==> src/common/uart_echo_pkg.sv <==
// Shared types and constants for the UART framing echo.
// Every block refers to these by scoped name, uart_echo_pkg::name.

package uart_echo_pkg;

	// one serial data byte
	typedef logic [7:0] byte_t;

	// byte count or buffer index
	typedef logic [7:0] cnt_t;

	// frame marker, sent twice before and twice after the payload
	localparam byte_t FRAME_MARK = 8'h26; // "&"

	// buffer size in bytes, two head and two tail markers included
	localparam int BUF_DEPTH = 64;

	// frame controller sequencing
	typedef enum logic [1:0] {
		IDLE,    // waiting for the first byte
		COLLECT, // buffering bytes, gap timer running
		SEND,    // walking the buffer out to the transmitter
		CLOSE    // frame done, length published
	} frame_state_t;

endpackage

==> src/uart_rx/uart_rx.sv <==
// Serial receiver, 8 data bits LSB first, one stop bit.
// rx_vld pulses for one clock at the stop bit center; a low stop bit drops the byte.

`timescale 1ns/1ps

module uart_rx #(
	parameter int CLKS_PER_BIT = 434
) (
	input  logic                 sys_clk,
	input  logic                 sys_rst_n,
	input  logic                 rx_pin,
	output uart_echo_pkg::byte_t rx_data,
	output logic                 rx_vld
);

	localparam int CNT_W = $clog2(CLKS_PER_BIT);
	localparam logic [CNT_W-1:0] BIT_LAST  = CNT_W'(CLKS_PER_BIT - 1);
	localparam logic [CNT_W-1:0] HALF_LAST = CNT_W'(CLKS_PER_BIT / 2 - 1);

	typedef enum logic [1:0] {
		RX_IDLE,
		RX_START,
		RX_DATA,
		RX_STOP
	} rx_state_t;

	rx_state_t            state;
	logic                 rx_meta;
	logic                 rx_sync;
	logic                 rx_prev;
	logic [CNT_W-1:0]     clk_cnt;
	logic [2:0]           bit_idx;
	uart_echo_pkg::byte_t shift_reg;

	// two-flop synchronizer plus one stage for edge detect
	always_ff @(posedge sys_clk or negedge sys_rst_n) begin
		if (!sys_rst_n) begin
			rx_meta <= 1'b1;
			rx_sync <= 1'b1;
			rx_prev <= 1'b1;
		end else begin
			rx_meta <= rx_pin;
			rx_sync <= rx_meta;
			rx_prev <= rx_sync;
		end
	end

	always_ff @(posedge sys_clk or negedge sys_rst_n) begin
		if (!sys_rst_n) begin
			state   <= RX_IDLE;
			clk_cnt <= '0;
			bit_idx <= '0;
			rx_vld  <= 1'b0;
		end else begin
			rx_vld <= 1'b0;
			case (state)
				RX_IDLE: begin
					clk_cnt <= '0;
					bit_idx <= '0;
					if (rx_prev && !rx_sync)
						state <= RX_START; // falling edge
				end
				RX_START: begin
					if (clk_cnt == HALF_LAST) begin
						clk_cnt <= '0;
						state   <= rx_sync ? RX_IDLE : RX_DATA; // glitch, back to idle
					end else
						clk_cnt <= clk_cnt + 1'b1;
				end
				RX_DATA: begin
					if (clk_cnt == BIT_LAST) begin
						clk_cnt <= '0;
						bit_idx <= bit_idx + 1'b1;
						if (bit_idx == 3'd7)
							state <= RX_STOP;
					end else
						clk_cnt <= clk_cnt + 1'b1;
				end
				RX_STOP: begin
					if (clk_cnt == BIT_LAST) begin
						clk_cnt <= '0;
						rx_vld  <= rx_sync; // low stop bit is a framing error
						state   <= RX_IDLE;
					end else
						clk_cnt <= clk_cnt + 1'b1;
				end
				default: state <= RX_IDLE;
			endcase
		end
	end

	// data path, bits shifted in from the top
	always_ff @(posedge sys_clk) begin
		if (state == RX_DATA && clk_cnt == BIT_LAST)
			shift_reg <= {rx_sync, shift_reg[7:1]};
		if (state == RX_STOP && clk_cnt == BIT_LAST && rx_sync)
			rx_data <= shift_reg; // held until the next good byte
	end

endmodule

==> src/uart_tx/uart_tx.sv <==
// Serial transmitter, start bit, 8 data bits LSB first, TX_STOP_BITS stop bits.
// A tx_req while idle starts a byte; tx_done marks its last clock.

`timescale 1ns/1ps

module uart_tx #(
	parameter int CLKS_PER_BIT = 434,
	parameter int TX_STOP_BITS = 2
) (
	input  logic                 sys_clk,
	input  logic                 sys_rst_n,
	input  logic                 tx_req,
	input  uart_echo_pkg::byte_t tx_data,
	output logic                 tx_pin,
	output logic                 tx_done
);

	localparam int CNT_W = $clog2(CLKS_PER_BIT);
	localparam logic [CNT_W-1:0] BIT_LAST  = CNT_W'(CLKS_PER_BIT - 1);
	localparam logic [3:0]       STOP_LAST = 4'(TX_STOP_BITS - 1);

	typedef enum logic [1:0] {
		TX_IDLE,
		TX_START,
		TX_DATA,
		TX_STOP
	} tx_state_t;

	tx_state_t            state;
	logic [CNT_W-1:0]     clk_cnt;
	logic [3:0]           bit_idx; // data bit, then stop bit index
	uart_echo_pkg::byte_t shift_reg;

	always_ff @(posedge sys_clk or negedge sys_rst_n) begin
		if (!sys_rst_n) begin
			state   <= TX_IDLE;
			clk_cnt <= '0;
			bit_idx <= '0;
			tx_pin  <= 1'b1;
		end else begin
			case (state)
				TX_IDLE: begin
					clk_cnt <= '0;
					bit_idx <= '0;
					tx_pin  <= 1'b1;
					if (tx_req) begin
						tx_pin <= 1'b0; // start bit from the next clock
						state  <= TX_START;
					end
				end
				TX_START: begin
					if (clk_cnt == BIT_LAST) begin
						clk_cnt <= '0;
						tx_pin  <= shift_reg[0];
						state   <= TX_DATA;
					end else
						clk_cnt <= clk_cnt + 1'b1;
				end
				TX_DATA: begin
					if (clk_cnt == BIT_LAST) begin
						clk_cnt <= '0;
						if (bit_idx == 4'd7) begin
							bit_idx <= '0;
							tx_pin  <= 1'b1;
							state   <= TX_STOP;
						end else begin
							bit_idx <= bit_idx + 1'b1;
							tx_pin  <= shift_reg[1];
						end
					end else
						clk_cnt <= clk_cnt + 1'b1;
				end
				TX_STOP: begin
					if (clk_cnt == BIT_LAST) begin
						clk_cnt <= '0;
						bit_idx <= bit_idx + 1'b1;
						if (bit_idx == STOP_LAST)
							state <= TX_IDLE;
					end else
						clk_cnt <= clk_cnt + 1'b1;
				end
				default: state <= TX_IDLE;
			endcase
		end
	end

	// byte latch and shift, bit 0 is always the one on the line
	always_ff @(posedge sys_clk) begin
		if (state == TX_IDLE && tx_req)
			shift_reg <= tx_data;
		else if (state == TX_DATA && clk_cnt == BIT_LAST)
			shift_reg <= {1'b0, shift_reg[7:1]};
	end

	assign tx_done = (state == TX_STOP) && (clk_cnt == BIT_LAST) && (bit_idx == STOP_LAST);

endmodule

==> src/frame_ctrl/uart_frame_ctrl.sv <==
// Frame buffer and echo sequencer.
// Bytes are collected behind two "&" markers until the line has been quiet for
// IDLE_CLKS clocks, then the frame plus two trailing markers goes out byte by byte.

`timescale 1ns/1ps

module uart_frame_ctrl #(
	parameter int IDLE_CLKS = 50_000
) (
	input  logic                 sys_clk,
	input  logic                 sys_rst_n,
	input  uart_echo_pkg::byte_t rx_data,
	input  logic                 rx_vld,
	input  logic                 tx_done,
	output uart_echo_pkg::byte_t tx_data,
	output logic                 tx_req,
	output uart_echo_pkg::cnt_t  frame_len
);

	localparam int IDX_W = $clog2(uart_echo_pkg::BUF_DEPTH);
	localparam int GAP_W = $clog2(IDLE_CLKS);
	localparam logic [GAP_W-1:0] GAP_LAST = GAP_W'(IDLE_CLKS - 1);
	// room left after the four markers
	localparam uart_echo_pkg::cnt_t PAY_MAX = uart_echo_pkg::cnt_t'(uart_echo_pkg::BUF_DEPTH - 4);

	uart_echo_pkg::frame_state_t state;
	uart_echo_pkg::byte_t        frame_buf [uart_echo_pkg::BUF_DEPTH];
	uart_echo_pkg::cnt_t         pay_cnt;  // payload bytes accepted
	uart_echo_pkg::cnt_t         send_idx; // next buffer entry to send
	logic [GAP_W-1:0]            gap_cnt;
	logic [IDX_W-1:0]            wr_idx;
	logic [IDX_W-1:0]            rd_idx;
	logic                        byte_acc;
	logic                        gap_done;
	logic                        send_end;

	assign wr_idx = IDX_W'(pay_cnt + uart_echo_pkg::cnt_t'(2));
	assign rd_idx = IDX_W'(send_idx);

	// new bytes only before the echo starts and while there is room
	assign byte_acc = rx_vld && (pay_cnt < PAY_MAX) &&
		(state == uart_echo_pkg::IDLE || state == uart_echo_pkg::COLLECT);
	// a byte in the same cycle restarts the gap instead
	assign gap_done = (state == uart_echo_pkg::COLLECT) && (gap_cnt == GAP_LAST) && !rx_vld;
	// last trailing marker finished
	assign send_end = (state == uart_echo_pkg::SEND) && tx_done &&
		(send_idx == pay_cnt + uart_echo_pkg::cnt_t'(4));

	always_ff @(posedge sys_clk or negedge sys_rst_n) begin
		if (!sys_rst_n)
			state <= uart_echo_pkg::IDLE;
		else begin
			case (state)
				uart_echo_pkg::IDLE:
					if (rx_vld)
						state <= uart_echo_pkg::COLLECT;
				uart_echo_pkg::COLLECT:
					if (gap_done)
						state <= uart_echo_pkg::SEND;
				uart_echo_pkg::SEND:
					if (send_end)
						state <= uart_echo_pkg::CLOSE;
				uart_echo_pkg::CLOSE:
					state <= uart_echo_pkg::IDLE;
				default:
					state <= uart_echo_pkg::IDLE;
			endcase
		end
	end

	// quiet-line timer
	always_ff @(posedge sys_clk or negedge sys_rst_n) begin
		if (!sys_rst_n)
			gap_cnt <= '0;
		else if (state != uart_echo_pkg::COLLECT || rx_vld || gap_done)
			gap_cnt <= '0;
		else
			gap_cnt <= gap_cnt + 1'b1;
	end

	always_ff @(posedge sys_clk or negedge sys_rst_n) begin
		if (!sys_rst_n) begin
			pay_cnt   <= '0;
			frame_len <= '0;
		end else if (byte_acc)
			pay_cnt <= pay_cnt + 1'b1;
		else if (state == uart_echo_pkg::CLOSE) begin
			frame_len <= pay_cnt; // publish, then start over
			pay_cnt   <= '0;
		end
	end

	// head markers sit at 0 and 1 and are never overwritten
	always_ff @(posedge sys_clk or negedge sys_rst_n) begin
		if (!sys_rst_n) begin
			frame_buf[0] <= uart_echo_pkg::FRAME_MARK;
			frame_buf[1] <= uart_echo_pkg::FRAME_MARK;
		end else if (byte_acc)
			frame_buf[wr_idx] <= rx_data;
		else if (gap_done) begin
			frame_buf[wr_idx]            <= uart_echo_pkg::FRAME_MARK;
			frame_buf[wr_idx + IDX_W'(1)] <= uart_echo_pkg::FRAME_MARK;
		end
	end

	// one tx_req per byte, the next one a clock after each tx_done
	always_ff @(posedge sys_clk or negedge sys_rst_n) begin
		if (!sys_rst_n) begin
			tx_req   <= 1'b0;
			send_idx <= '0;
		end else begin
			tx_req <= 1'b0;
			if (gap_done) begin
				tx_req   <= 1'b1;
				send_idx <= uart_echo_pkg::cnt_t'(1);
			end else if (state == uart_echo_pkg::SEND && tx_done && !send_end) begin
				tx_req   <= 1'b1;
				send_idx <= send_idx + 1'b1;
			end
		end
	end

	// byte handed to the transmitter, stable while tx_req is high
	always_ff @(posedge sys_clk) begin
		if (gap_done)
			tx_data <= frame_buf[0];
		else if (state == uart_echo_pkg::SEND && tx_done && !send_end)
			tx_data <= frame_buf[rd_idx];
	end

endmodule

==> src/verilog/uart_echo_top.sv <==
// UART framing echo top level.
// Received bytes are framed by the controller and sent back with "&&" on both sides.

`timescale 1ns/1ps

module uart_echo_top #(
	parameter int CLKS_PER_BIT = 434,
	parameter int TX_STOP_BITS = 2,
	parameter int IDLE_CLKS    = 50_000
) (
	input  logic                sys_clk,
	input  logic                sys_rst_n,
	input  logic                rx_pin,
	output logic                tx_pin,
	output uart_echo_pkg::cnt_t frame_len
);

	uart_echo_pkg::byte_t rx_data;
	logic                 rx_vld;
	uart_echo_pkg::byte_t tx_data;
	logic                 tx_req;
	logic                 tx_done;

	uart_rx #(
		.CLKS_PER_BIT (CLKS_PER_BIT)
	) u_rx (
		.sys_clk   (sys_clk),
		.sys_rst_n (sys_rst_n),
		.rx_pin    (rx_pin),
		.rx_data   (rx_data),
		.rx_vld    (rx_vld)
	);

	uart_frame_ctrl #(
		.IDLE_CLKS (IDLE_CLKS)
	) u_frame_ctrl (
		.sys_clk   (sys_clk),
		.sys_rst_n (sys_rst_n),
		.rx_data   (rx_data),
		.rx_vld    (rx_vld),
		.tx_done   (tx_done),
		.tx_data   (tx_data),
		.tx_req    (tx_req),
		.frame_len (frame_len)
	);

	uart_tx #(
		.CLKS_PER_BIT (CLKS_PER_BIT),
		.TX_STOP_BITS (TX_STOP_BITS)
	) u_tx (
		.sys_clk   (sys_clk),
		.sys_rst_n (sys_rst_n),
		.tx_req    (tx_req),
		.tx_data   (tx_data),
		.tx_pin    (tx_pin),
		.tx_done   (tx_done)
	);

endmodule

==> config.mk <==
export PLATFORM = sky130hd
export DESIGN_NAME = uart_echo_top
export DESIGN_NICKNAME = d
export VERILOG_FILES = /design/src/common/uart_echo_pkg.sv /design/src/uart_rx/uart_rx.sv /design/src/uart_tx/uart_tx.sv /design/src/frame_ctrl/uart_frame_ctrl.sv /design/src/verilog/uart_echo_top.sv
export SDC_FILE = /design/constraint.sdc
export NUM_CORES = 1
export LEC_CHECK = 0
export BUFFER_PORTS_ARGS = -buffer_cell sky130_fd_sc_hd__buf_2
export CORE_MARGIN = 2
export CORE_UTILIZATION = 35
export CTS_CLUSTER_DIAMETER = 120
export CTS_CLUSTER_SIZE = 30
export DETAILED_ROUTE_END_ITERATION = 6
export GPL_ROUTABILITY_DRIVEN = 1
export GPL_TIMING_DRIVEN = 1
export PLACE_DENSITY = 0.51
export SLEW_MARGIN = 20
export SYNTH_ARGS = -nofsm -noshare
export SYNTH_HDL_FRONTEND = slang
export SYNTH_HIERARCHICAL = 1
export SYNTH_SLANG_ARGS = --single-unit
==> constraint.sdc <==
create_clock -name sys_clk -period 4.1 [get_ports sys_clk]
set_input_delay 0.205 -clock sys_clk [delete_from_list [all_inputs] [get_ports sys_clk]]
set_output_delay 0.205 -clock sys_clk [all_outputs]
set_load 0.01 [all_outputs]
* Word-level counts from Yosys, hierarchy flattened
Cells that the tools add are included.
** Storage, ports and cells
- Input bits :: 3
- Word-level logic and storage cells :: 243
- Output and inout port bits :: 9
- Bits in registers :: 621
** Operators by class
- Order comparisons :: 6
- Bitwise logic cells :: 10
- Reduce and logical (&&, ||, !) cells :: 43
- Equality and inequality tests :: 32
- Add/subtract/negate cells :: 10
- Multiplexer cells :: 57
** Operators by type and width (count)
- $mux 512 :: 2
- $and 320x320->320 :: 2
- $not 320->320 :: 2
- $bwmux 512 :: 1
- $or 192x192->192 :: 2
- $demux 8 s6 :: 2
- $mux 8 :: 12
- $bmux 8 s6 :: 1
- $mux 2 :: 15
- $mux 9 :: 3
- $pmux 9 s3 :: 1
- $ne 2x1->1 const B :: 13
- $pmux 2 s4 :: 3
- $ge 7x7->1 const B :: 3
- $not 6->7 :: 3
- $add 9x1->9 const B :: 2
- $eq 9x9->1 const B :: 2
- $pmux 9 s2 :: 1
- $logic_and 1x1->1 :: 17
- $add 16x1->16 const B :: 1
- $add 8x1->8 const B :: 2
- $eq 16x16->1 const B :: 1
- $mux 16 :: 1
- $lt 7x1->1 const B :: 2
- 32 further kinds :: 64

* Logic depth before layout (Yosys ltp)
Gate-level depths: netlist of run 1.
- Depth in word-level cells :: 11
- Gate-level depth with buffers :: 11
- Depth with buffers taken out :: 9

* Modules after synthesis
Netlist of run 1, hierarchy kept.
** By module, submodules not included
- uart_frame_ctrl :: sequential area each 16618.4 µm², cells an instance 2522, times used 1, area each 30686.9 µm²
- uart_rx :: sequential area each 934.6 µm², cells an instance 110, times used 1, area each 1483.9 µm²
- uart_tx :: sequential area each 641.9 µm², cells an instance 117, times used 1, area each 1293.7 µm²

* Least setup slack after synthesis of run 1
OpenSTA, ideal clock, no wires.
- Kind :: register to register
- Start point :: register u_frame_ctrl.pay_cnt[2]
- End point :: register u_frame_ctrl/frame_buf[208] (netlist bit), enable pin
- Period minus slack after synthesis :: 2.945 ns
- Library setup time :: 0.370 ns
- Cell stages (with the launch flop) :: 10
- Buffers on the path :: 2
- Slack :: 1.155 ns
- Required time :: 3.730 ns
- Arrival :: 2.575 ns
- Cell sequence :: dfrtp_1 ha_1 buf_2 or3b_2 a21oi_1 a41oi_2 buf_2 nor2_1 nor2_1 nor2_1
** On the way
- Longest elaborated chain between the ends :: 5
** Ends and longest elaborated chain
- start, declared :: RTL line uart_frame_ctrl.sv:28 : uart_echo_pkg::cnt_t pay_cnt;
- start signal, assigned :: RTL line uart_frame_ctrl.sv:86 : pay_cnt <= pay_cnt + 1'b1;
- $lt 8x6->1 :: RTL line uart_frame_ctrl.sv:41 : assign byte_acc = rx_vld && (pay_cnt < PAY_MAX) &&
- $logic_and 1x1->1 (2 in series) :: RTL line uart_frame_ctrl.sv:41
- $reduce_bool 2->1 (no line)
- $reduce_and 2->1 (no line)
- end signal, assigned by index :: RTL line uart_frame_ctrl.sv:99 : frame_buf[wr_idx] <= rx_data;
- end signal, assigned by index :: RTL line uart_frame_ctrl.sv:101 : frame_buf[wr_idx] <= uart_echo_pkg::FRAME_MARK;
- end signal, assigned by index :: RTL line uart_frame_ctrl.sv:102 : frame_buf[wr_idx + IDX_W'(1)] <= uart_echo_pkg::FRAME_MARK;
- end, declared :: RTL line uart_frame_ctrl.sv:27 : uart_echo_pkg::byte_t frame_buf [uart_echo_pkg::BUF_DEPTH];
Every way passes these cells.
A chain may end at the register's enable or synchronous reset.

* Worst setup path after layout of run 1
- Start point :: register u_frame_ctrl.pay_cnt[2]
- End point :: register u_frame_ctrl/frame_buf[30] (netlist bit) (data pin)
** On the way
- Longest elaborated chain between the ends :: 11
- Elaborated cells between the ends (all ways) :: 24
- Those cells by class :: 2 x add/sub; 5 x order compare; 7 x mux; 6 x bitwise; 4 x reduce/logical
** Ends and longest elaborated chain
- $add 6x2->6 :: RTL line uart_frame_ctrl.sv:37 : assign wr_idx = IDX_W'(pay_cnt + uart_echo_pkg::cnt_t'(2));
- $add 6x1->6 / $not 6->7 (equally long branches) :: RTL line uart_frame_ctrl.sv:102, uart_frame_ctrl.sv:99, uart_frame_ctrl.sv:101
- $not 6->7 (not written as such) (tied with other cells) :: RTL line uart_frame_ctrl.sv:102
- $ge 7x7->1 (not written as such) (tied with other cells) :: RTL line uart_frame_ctrl.sv:102
- $logic_and 1x1->1 (not written as such) / $mux 8 (equally long branches) :: RTL line uart_frame_ctrl.sv:102, uart_frame_ctrl.sv:99, uart_frame_ctrl.sv:101
- $mux 8 (not written as such) / $demux 8 s6 (equally long branches) :: RTL line uart_frame_ctrl.sv:102, uart_frame_ctrl.sv:99, uart_frame_ctrl.sv:101
- $demux 8 s6 / $not 320->320 (equally long branches)
- $not 320->320 (no line) / $and 320x320->320 (equally long branches)
- $and 320x320->320 (no line)
- $mux 512 :: RTL line uart_frame_ctrl.sv:100 : else if (gap_done) begin
- $mux 512 * :: RTL line uart_frame_ctrl.sv:98 : end else if (byte_acc)
Every way passes the cells marked *; elsewhere a longest branch is shown, timed or not. The select of a mux whose other input is x is not followed.

==> out/results.txt, run 1 <==
Status = completed
Count of flip-flops with a built-in enable after synthesis = 528
DP HPWL = 85.8 mm
Tmin final = 3720 ps
P_leak = 11.5 nW
DR pass1 iterations = 6
Ys Warns = 6
Clock Sinks = 621
Rows = 113
Via density = 6.35
Crit-path cells = inv_1, ha_1, xor2_1, nand3_1, nor3_1, nor3_2, a22o_1
Max FFs per register = 512
Via count of the first global-routing pass = 25.3k
Tot GR Track Use = 24.4%
Slew HR = 22.3%
Commonest non-fill, non-tap cell in the layout = edfxtp_1
Core ar. = 94900 um2
Cts repair resizes = 0
Die Area = 98100 um2
Crit path kind = flop to flop
Largest stage delay on the critical path = 680 ps
Setup TNS = 0 ps
Most frequent cells in the layout = edfxtp_1, nand2_1, nor2_1
WP data required = 4470 ps
Max Transition Viols Final = 0
Largest Register = u_frame_ctrl/frame_buf
Post-CTS Setup Bufs = 0
Biggest regs = u_frame_ctrl/frame_buf: 512 flops, u_frame_ctrl/gap_cnt: 16 flops
Die height = 313 um
Multi-input gate area = 14400 um2
Unique cell type count in the Yosys netlist = 100
Max-cap viol count = 0
DRC violations left = 0
H-tree depth = 1
Gpl congestion = 0.992
Post-Syn Area = 33500 um2
Area delta synth->final = 10.2%
Register bit total from synthesis = 621
Final net count = 2828
Fin Clk Skew = 61.7 ps
Endpoint class of the critical path = flop
Largest net degree at the start of global routing = 82
Initial antenna violation count = 2
Routed Antenna Nets = 0
Place WS = 550 ps
Total routed wirelength = 123 mm
Clk_lat worst skew = 670 ps
Vias = 25.9k
Reg clk slew, reported paths = 110 ps
Io pins = 12
DR iter-0 viols = 3590
Synth Area per Inst = 12.2 um2
Worst EP arrival = 4090 ps
Hold Path Class = primary input to flop
Slowest CP cell = nor3_1
Final setup viols = 0
Crit start category = flop
Syn Inst Count = 2749
Post-synth ARST share = 15.0%
RSZ-0062 raised after global routing = false
Die X = 313 um
Final period util = 90.6%
Post-CTS Hold Buffers = 2
Port Buf Inserts = 11
CTS tree = built
Syn Nets = 2782
Grt total ovfl = 0
Layout cells sized above 1 = 17.4%
P per Cell Area = 287 nW/um2
Fmax achieved = 269 MHz
Final WS setup = 384 ps
DR WL/cell = 30.0 um
Initial Util = 35.3%
Top fanout value on the critical path = 12
Worst vdd ir = 0.284 mV
Ys flop type = edfxtp_1
Worst-margin pin slew = 1160 ps
Root Buffer = clkbuf_16
Hold WS = 249 ps
CTS Buf Count = 27
First-pass GRT wire length = 178 mm
Sequential cell area fraction in the yosys report = 54.4%
Filler Cell Count = 8948
Final Hold Viols = 0
Register area = 18200 um2
CTS Buffer Depth = 3
-- where the power goes --
part           total, mW  internal (mW)  switching (mW)
Sequential          6.86           6.79          0.0715
Clock               3.56           1.38            2.18
Combinational      0.153         0.0668          0.0862
-- routing by layer --
| layer | global-route usage, % | wire length [um] |
|---|---|---|
| met1 | 34.0 | 51000 |
| met3 | 4.64 | 11800 |
| met4 | 10.4 | 6110 |
| met2 | 37.3 | 53700 |
| met5 | 0 | 11 |
-- area by class of cell --
class / instances / share of cell area, %
Sequential cell: 621 / 49.3
Antenna cell: 1 / 0.00678
Multi-Input combinational cell: 1908 / 38.9
Clock inverter: 10 / 0.343
Inverter: 16 / 0.163
Timing Repair Buffer: 221 / 4.85
Tap cell: 1265 / 4.29
Clock buffer: 40 / 2.08
-- path summary, 6_finish.rpt --
kind                                              start                    endpoint  slack, ps  depth (start not counted)
worst max-delay path            u_frame_ctrl/pay_cnt[2]  u_frame_ctrl/frame_buf[30]        380                          7
worst min register to register             u_rx/rx_meta                u_rx/rx_sync        360                          0
max in group asynchronous                     sys_rst_n    u_frame_ctrl/send_idx[1]       2610                          4
worst min-delay path                             rx_pin                u_rx/rx_meta        250                          2
min in group asynchronous                     sys_rst_n    u_frame_ctrl/send_idx[0]        320                          3
worst max register to register  u_frame_ctrl/pay_cnt[2]  u_frame_ctrl/frame_buf[30]        380                          7
-- cells in the mapped netlist, types with 5 or more instances --
library cell / count / area (um2)
a2bb2o_1: 5 / 50.1
o22a_1: 8 / 70.1
o311a_1: 48 / 480
o221ai_1: 5 / 43.8
a22o_1: 197 / 1730
dfstp_2: 10 / 263
a32o_1: 60 / 601
o31ai_1: 5 / 37.5
nand2b_1: 11 / 68.8
a211oi_2: 21 / 263
a2bb2oi_1: 66 / 578
clkbuf_1: 128 / 480
nor2b_1: 16 / 100
buf_2: 54 / 270
nand3_1: 71 / 355
nand2_1: 309 / 1160
mux2i_1: 40 / 400
ha_1: 30 / 375
a211oi_1: 16 / 120
nor3_2: 15 / 150
and2_1: 11 / 68.8
and3_1: 14 / 87.6
inv_1: 16 / 60.1
edfxtp_1: 528 / 15900
nor2_1: 248 / 931
or4_1: 7 / 52.6
o22ai_1: 41 / 257
o211ai_1: 6 / 45.0
or3_1: 17 / 106
dfrtp_1: 83 / 2080
a22oi_1: 32 / 240
buf_4: 6 / 45.0
mux2_2: 21 / 236
xnor2_1: 28 / 245
buf_1: 10 / 37.5
nor3_1: 59 / 295
xor2_1: 15 / 131
o21ai_1: 27 / 135
o21ai_0: 61 / 305
nand4_1: 17 / 106
o211a_1: 27 / 270
a21oi_1: 143 / 716
nor4_1: 10 / 62.6
mux4_2: 114 / 2570
-- stage by stage --
stage / power (mW) / utilization (%) / instance area [um2] / instances
after floorplan: 7.11 / - / 33500 / 2749
after global placement: 7.15 / 37.9 / 35900 / 4028
after detailed placement: 7.16 / 37.9 / 36000 / 4029
after CTS: 10.7 / 38.9 / 36900 / 4081
after global routing: 10.9 / 38.9 / 36900 / 4081
final: 10.6 / 38.9 / 36900 / 4082
-- kinds of logic (layout without fill, tap and decap cells) --
family / Yosys count / after routing / synth area share (%)
simple gates: 842 / 842 / 11.7
flops: 621 / 621 / 54.4
other cells: 0 / 1 / 0
compound gates: 813 / 813 / 19.0
xor+xnor: 48 / 48 / 1.40
fa+ha+maj: 30 / 30 / 1.12
mux: 175 / 175 / 9.58
buf+inv: 220 / 287 / 2.86
-- critical path: cells and delay by family, from the launching register on --
family | cells | cell delay (ps)
compound gates | 1 | 210
xor+xnor | 1 | 630
fa+ha+maj | 1 | 410
buf+inv | 1 | 160
flops | 1 | 600
simple gates | 3 | 1430
Note: power is estimated with default switching activity, not from simulation.
==> run 2, diff against run 1 <==
--- a/config.mk
+++ b/config.mk
@@ -8,14 +8,14 @@
 export BUFFER_PORTS_ARGS = -buffer_cell sky130_fd_sc_hd__buf_2
 export CORE_MARGIN = 2
 export CORE_UTILIZATION = 35
+export CTS_BUF_LIST = sky130_fd_sc_hd__clkbuf_8 sky130_fd_sc_hd__clkbuf_16
 export CTS_CLUSTER_DIAMETER = 120
 export CTS_CLUSTER_SIZE = 30
 export DETAILED_ROUTE_END_ITERATION = 6
 export GPL_ROUTABILITY_DRIVEN = 1
-export GPL_TIMING_DRIVEN = 1
+export GPL_TIMING_DRIVEN = 0
 export PLACE_DENSITY = 0.51
 export SLEW_MARGIN = 20
 export SYNTH_ARGS = -nofsm -noshare
 export SYNTH_HDL_FRONTEND = slang
-export SYNTH_HIERARCHICAL = 1
 export SYNTH_SLANG_ARGS = --single-unit
==> out/results.txt, run 2 <==
Layout cells sized above 1 = 15.8%
Endpoint class of the critical path = flop
Die height = 313 um
Final WS setup = -218 ps
Via count of the first global-routing pass = 26.3k
Worst-margin pin slew = 1290 ps
Yosys top cell area share = 47.4%
DR pass1 iterations = 6
Slowest CP cell = o22ai_1
Vias = 27.9k
Biggest regs = u_frame_ctrl.frame_buf: 512 flops, u_frame_ctrl.gap_cnt: 16 flops
Via density = 6.81
WL met2 = 64.9 mm
Clk_lat worst skew = 660 ps
DP HPWL = 110 mm
Die X = 313 um
Top cell type by total area after synthesis = edfxtp_1
Largest net degree at the start of global routing = 68
Reg clk slew, reported paths = 120 ps
Gpl congestion = 1.05
Switch share = 22.7%
Largest Register = u_frame_ctrl.frame_buf
Post-Syn Area = 33500 um2
Crit start category = flop
Post-synth top cells = edfxtp_1, nor2_1, nand2_1, a22o_1, clkbuf_1
Port Buf Inserts = 11
Crit-path cells = buf_2, inv_1, ha_1, nand2_1, a211oi_2, nand2_1, o22ai_1, a21oi_1, a32o_1
WP data required = 4520 ps
Internal power = 8.10 mW
CTS Buffer Depth = 3
DR iter-0 viols = 4082
Cell mode on critical path = nand2_1
Worst EP arrival = 4740 ps
Routed Antenna Nets = 0
Rows = 113
Post-synth ARST share = 15.0%
Io pins = 12
Most common cell in the netlist = edfxtp_1
Top fanout value on the critical path = 10
Seq pwr share = 64.9%
Finished Cell Area = 36900 um2
Total Power = 10.5 mW
Buf+Inv Stages, Crit Path = 2
Highest metal used = met4
Status = finished with violations
Count of flip-flops with a built-in enable after synthesis = 528
Met1 wire length = 59.9 mm
DR WL/cell = 37.0 um
Max FFs per register = 512
H-tree depth = 1
Synth Area per Inst = 12.1 um2
Final setup viols = 76
Switching pwr = 2.37 mW
Grt total ovfl = 0
Syn Inst Count = 2755
Clock share of power = 33.9%
Fin Clk Skew = 42.6 ps
Clock Sinks = 621
Cell Count Post-Placement = 4039
CTS tree = built
Unique cell type count in the Yosys netlist = 86
Sequential cell area fraction in the yosys report = 54.4%
Finished Layout Cells = 4093
Tmin final = 4320 ps
Max-cap viol count = 0
Crit path kind = flop to flop
Total routed wirelength = 151 mm
Top cells by area, synth = edfxtp_1, dfrtp_1, mux4_2, a22o_1, a32o_1
Largest stage delay on the critical path = 730 ps
Multi-input gate area = 14900 um2
Initial Util = 35.3%
Combinational power share = 1.3%
Metal3 WL = 17.1 mm
Die Area = 98100 um2
Core ar. = 94900 um2
Worst vdd ir = 0.289 mV
CTS Buf Count = 27
Commonest non-fill, non-tap cell in the layout = edfxtp_1
Ys flop type = edfxtp_1
Filler Cell Count = 9076
Final net count = 2840
CP delay by family, top = compound AO/OA/AOI/OAI gates
Final period util = 105%
DRC violations left = 0
Fmax achieved = 232 MHz
P_leak = 10.7 nW
Failing checks = setup timing
Slew HR = 14.0%
First-pass GRT wire length = 209 mm
Initial antenna violation count = 3
Register area = 18200 um2
P per Cell Area = 284 nW/um2
Root Buffer = clkbuf_16
Register bit total from synthesis = 621
Syn Nets = 2789
Setup TNS = -7930 ps
Area after DPL = 35300 um2
Final Hold Viols = 0
Tot GR Track Use = 30.1%
Ys Warns = 0
Hold WS = 140 ps
RSZ-0062 raised after global routing = true
Hold Path Class = primary input to async pin
Area delta synth->final = 10.3%
Max Transition Viols Final = 0
Most frequent cells in the layout = edfxtp_1, nor2_1, nand2_1
## run 2: cell families (layout without fill, tap and decap cells)
group,Yosys count,in the layout,share of synthesized area [%]
compound gates,809,809,19.3
xor+xnor,48,48,1.35
fa+ha+maj,31,31,1.16
buf+inv,234,306,3.06
flops,621,621,54.4
mux,214,214,9.89
other cells,0,1,0
simple gates,798,798,10.9
## run 2: repair_timing
action / CTS / global route
setup buffers: 1 / 0
setup endpoints to repair: 920 / 701
hold buffers: 3 / 0
endpoints found under the hold margin: 93 / 0
gates resized for setup: 139 / 47
## run 2: power groups by stage
stage          logic, mW  clock network (mW)  registers [mW]
3_5_place_dp       0.129                   0            6.93
5_1_grt            0.148                3.78            6.80
4_1_cts            0.134                3.59            6.79
6_report           0.132                3.55            6.79
2_1_floorplan     0.0823                   0            6.93
3_3_place_gp       0.120                   0            6.93
## run 2: final cells by class
| class | count | share of cell area [%] |
|---|---|---|
| flip-flops and latches | 621 | 49.3 |
| multi-input cells | 1900 | 40.4 |
| well taps | 1265 | 4.29 |
| plain buffers | 216 | 2.87 |
| clock buffers | 27 | 1.83 |
| repair buffers | 24 | 0.600 |
| clock inverters | 23 | 0.485 |
| inverters | 16 | 0.163 |
| diodes | 1 | 0.00678 |
## run 2: path summary, 6_finish.rpt
check | slack (ps) | endpoint | depth (start not counted) | startpoint
min in group sys_clk | 190 | u_rx.rx_meta | 2 | rx_pin
max in group asynchronous | 3400 | u_rx.clk_cnt[3] | 3 | sys_rst_n
worst max register to register | -220 | u_frame_ctrl.frame_buf[355] | 9 | u_frame_ctrl.pay_cnt[1]
worst min register to register | 360 | u_rx.rx_sync | 0 | u_rx.rx_meta
worst min-delay path | 140 | u_frame_ctrl.frame_buf[506] | 2 | sys_rst_n
worst max-delay path | -220 | u_frame_ctrl.frame_buf[355] | 9 | u_frame_ctrl.pay_cnt[1]
## run 2: per-stage QoR
stage	util, %	setup WS, ps
2_1_floorplan	-	1120
3_3_place_gp	37.0	-1530
3_5_place_dp	37.2	-1230
4_1_cts	38.7	-164
5_1_grt	38.9	-158
6_report	38.9	-218
## run 2: per-layer routing
layer	vias up	GRT usage, %
met5	-	0
li1	11100	-
met3	379	7.68
met1	14300	40.4
met4	0	16.3
met2	2061	44.4
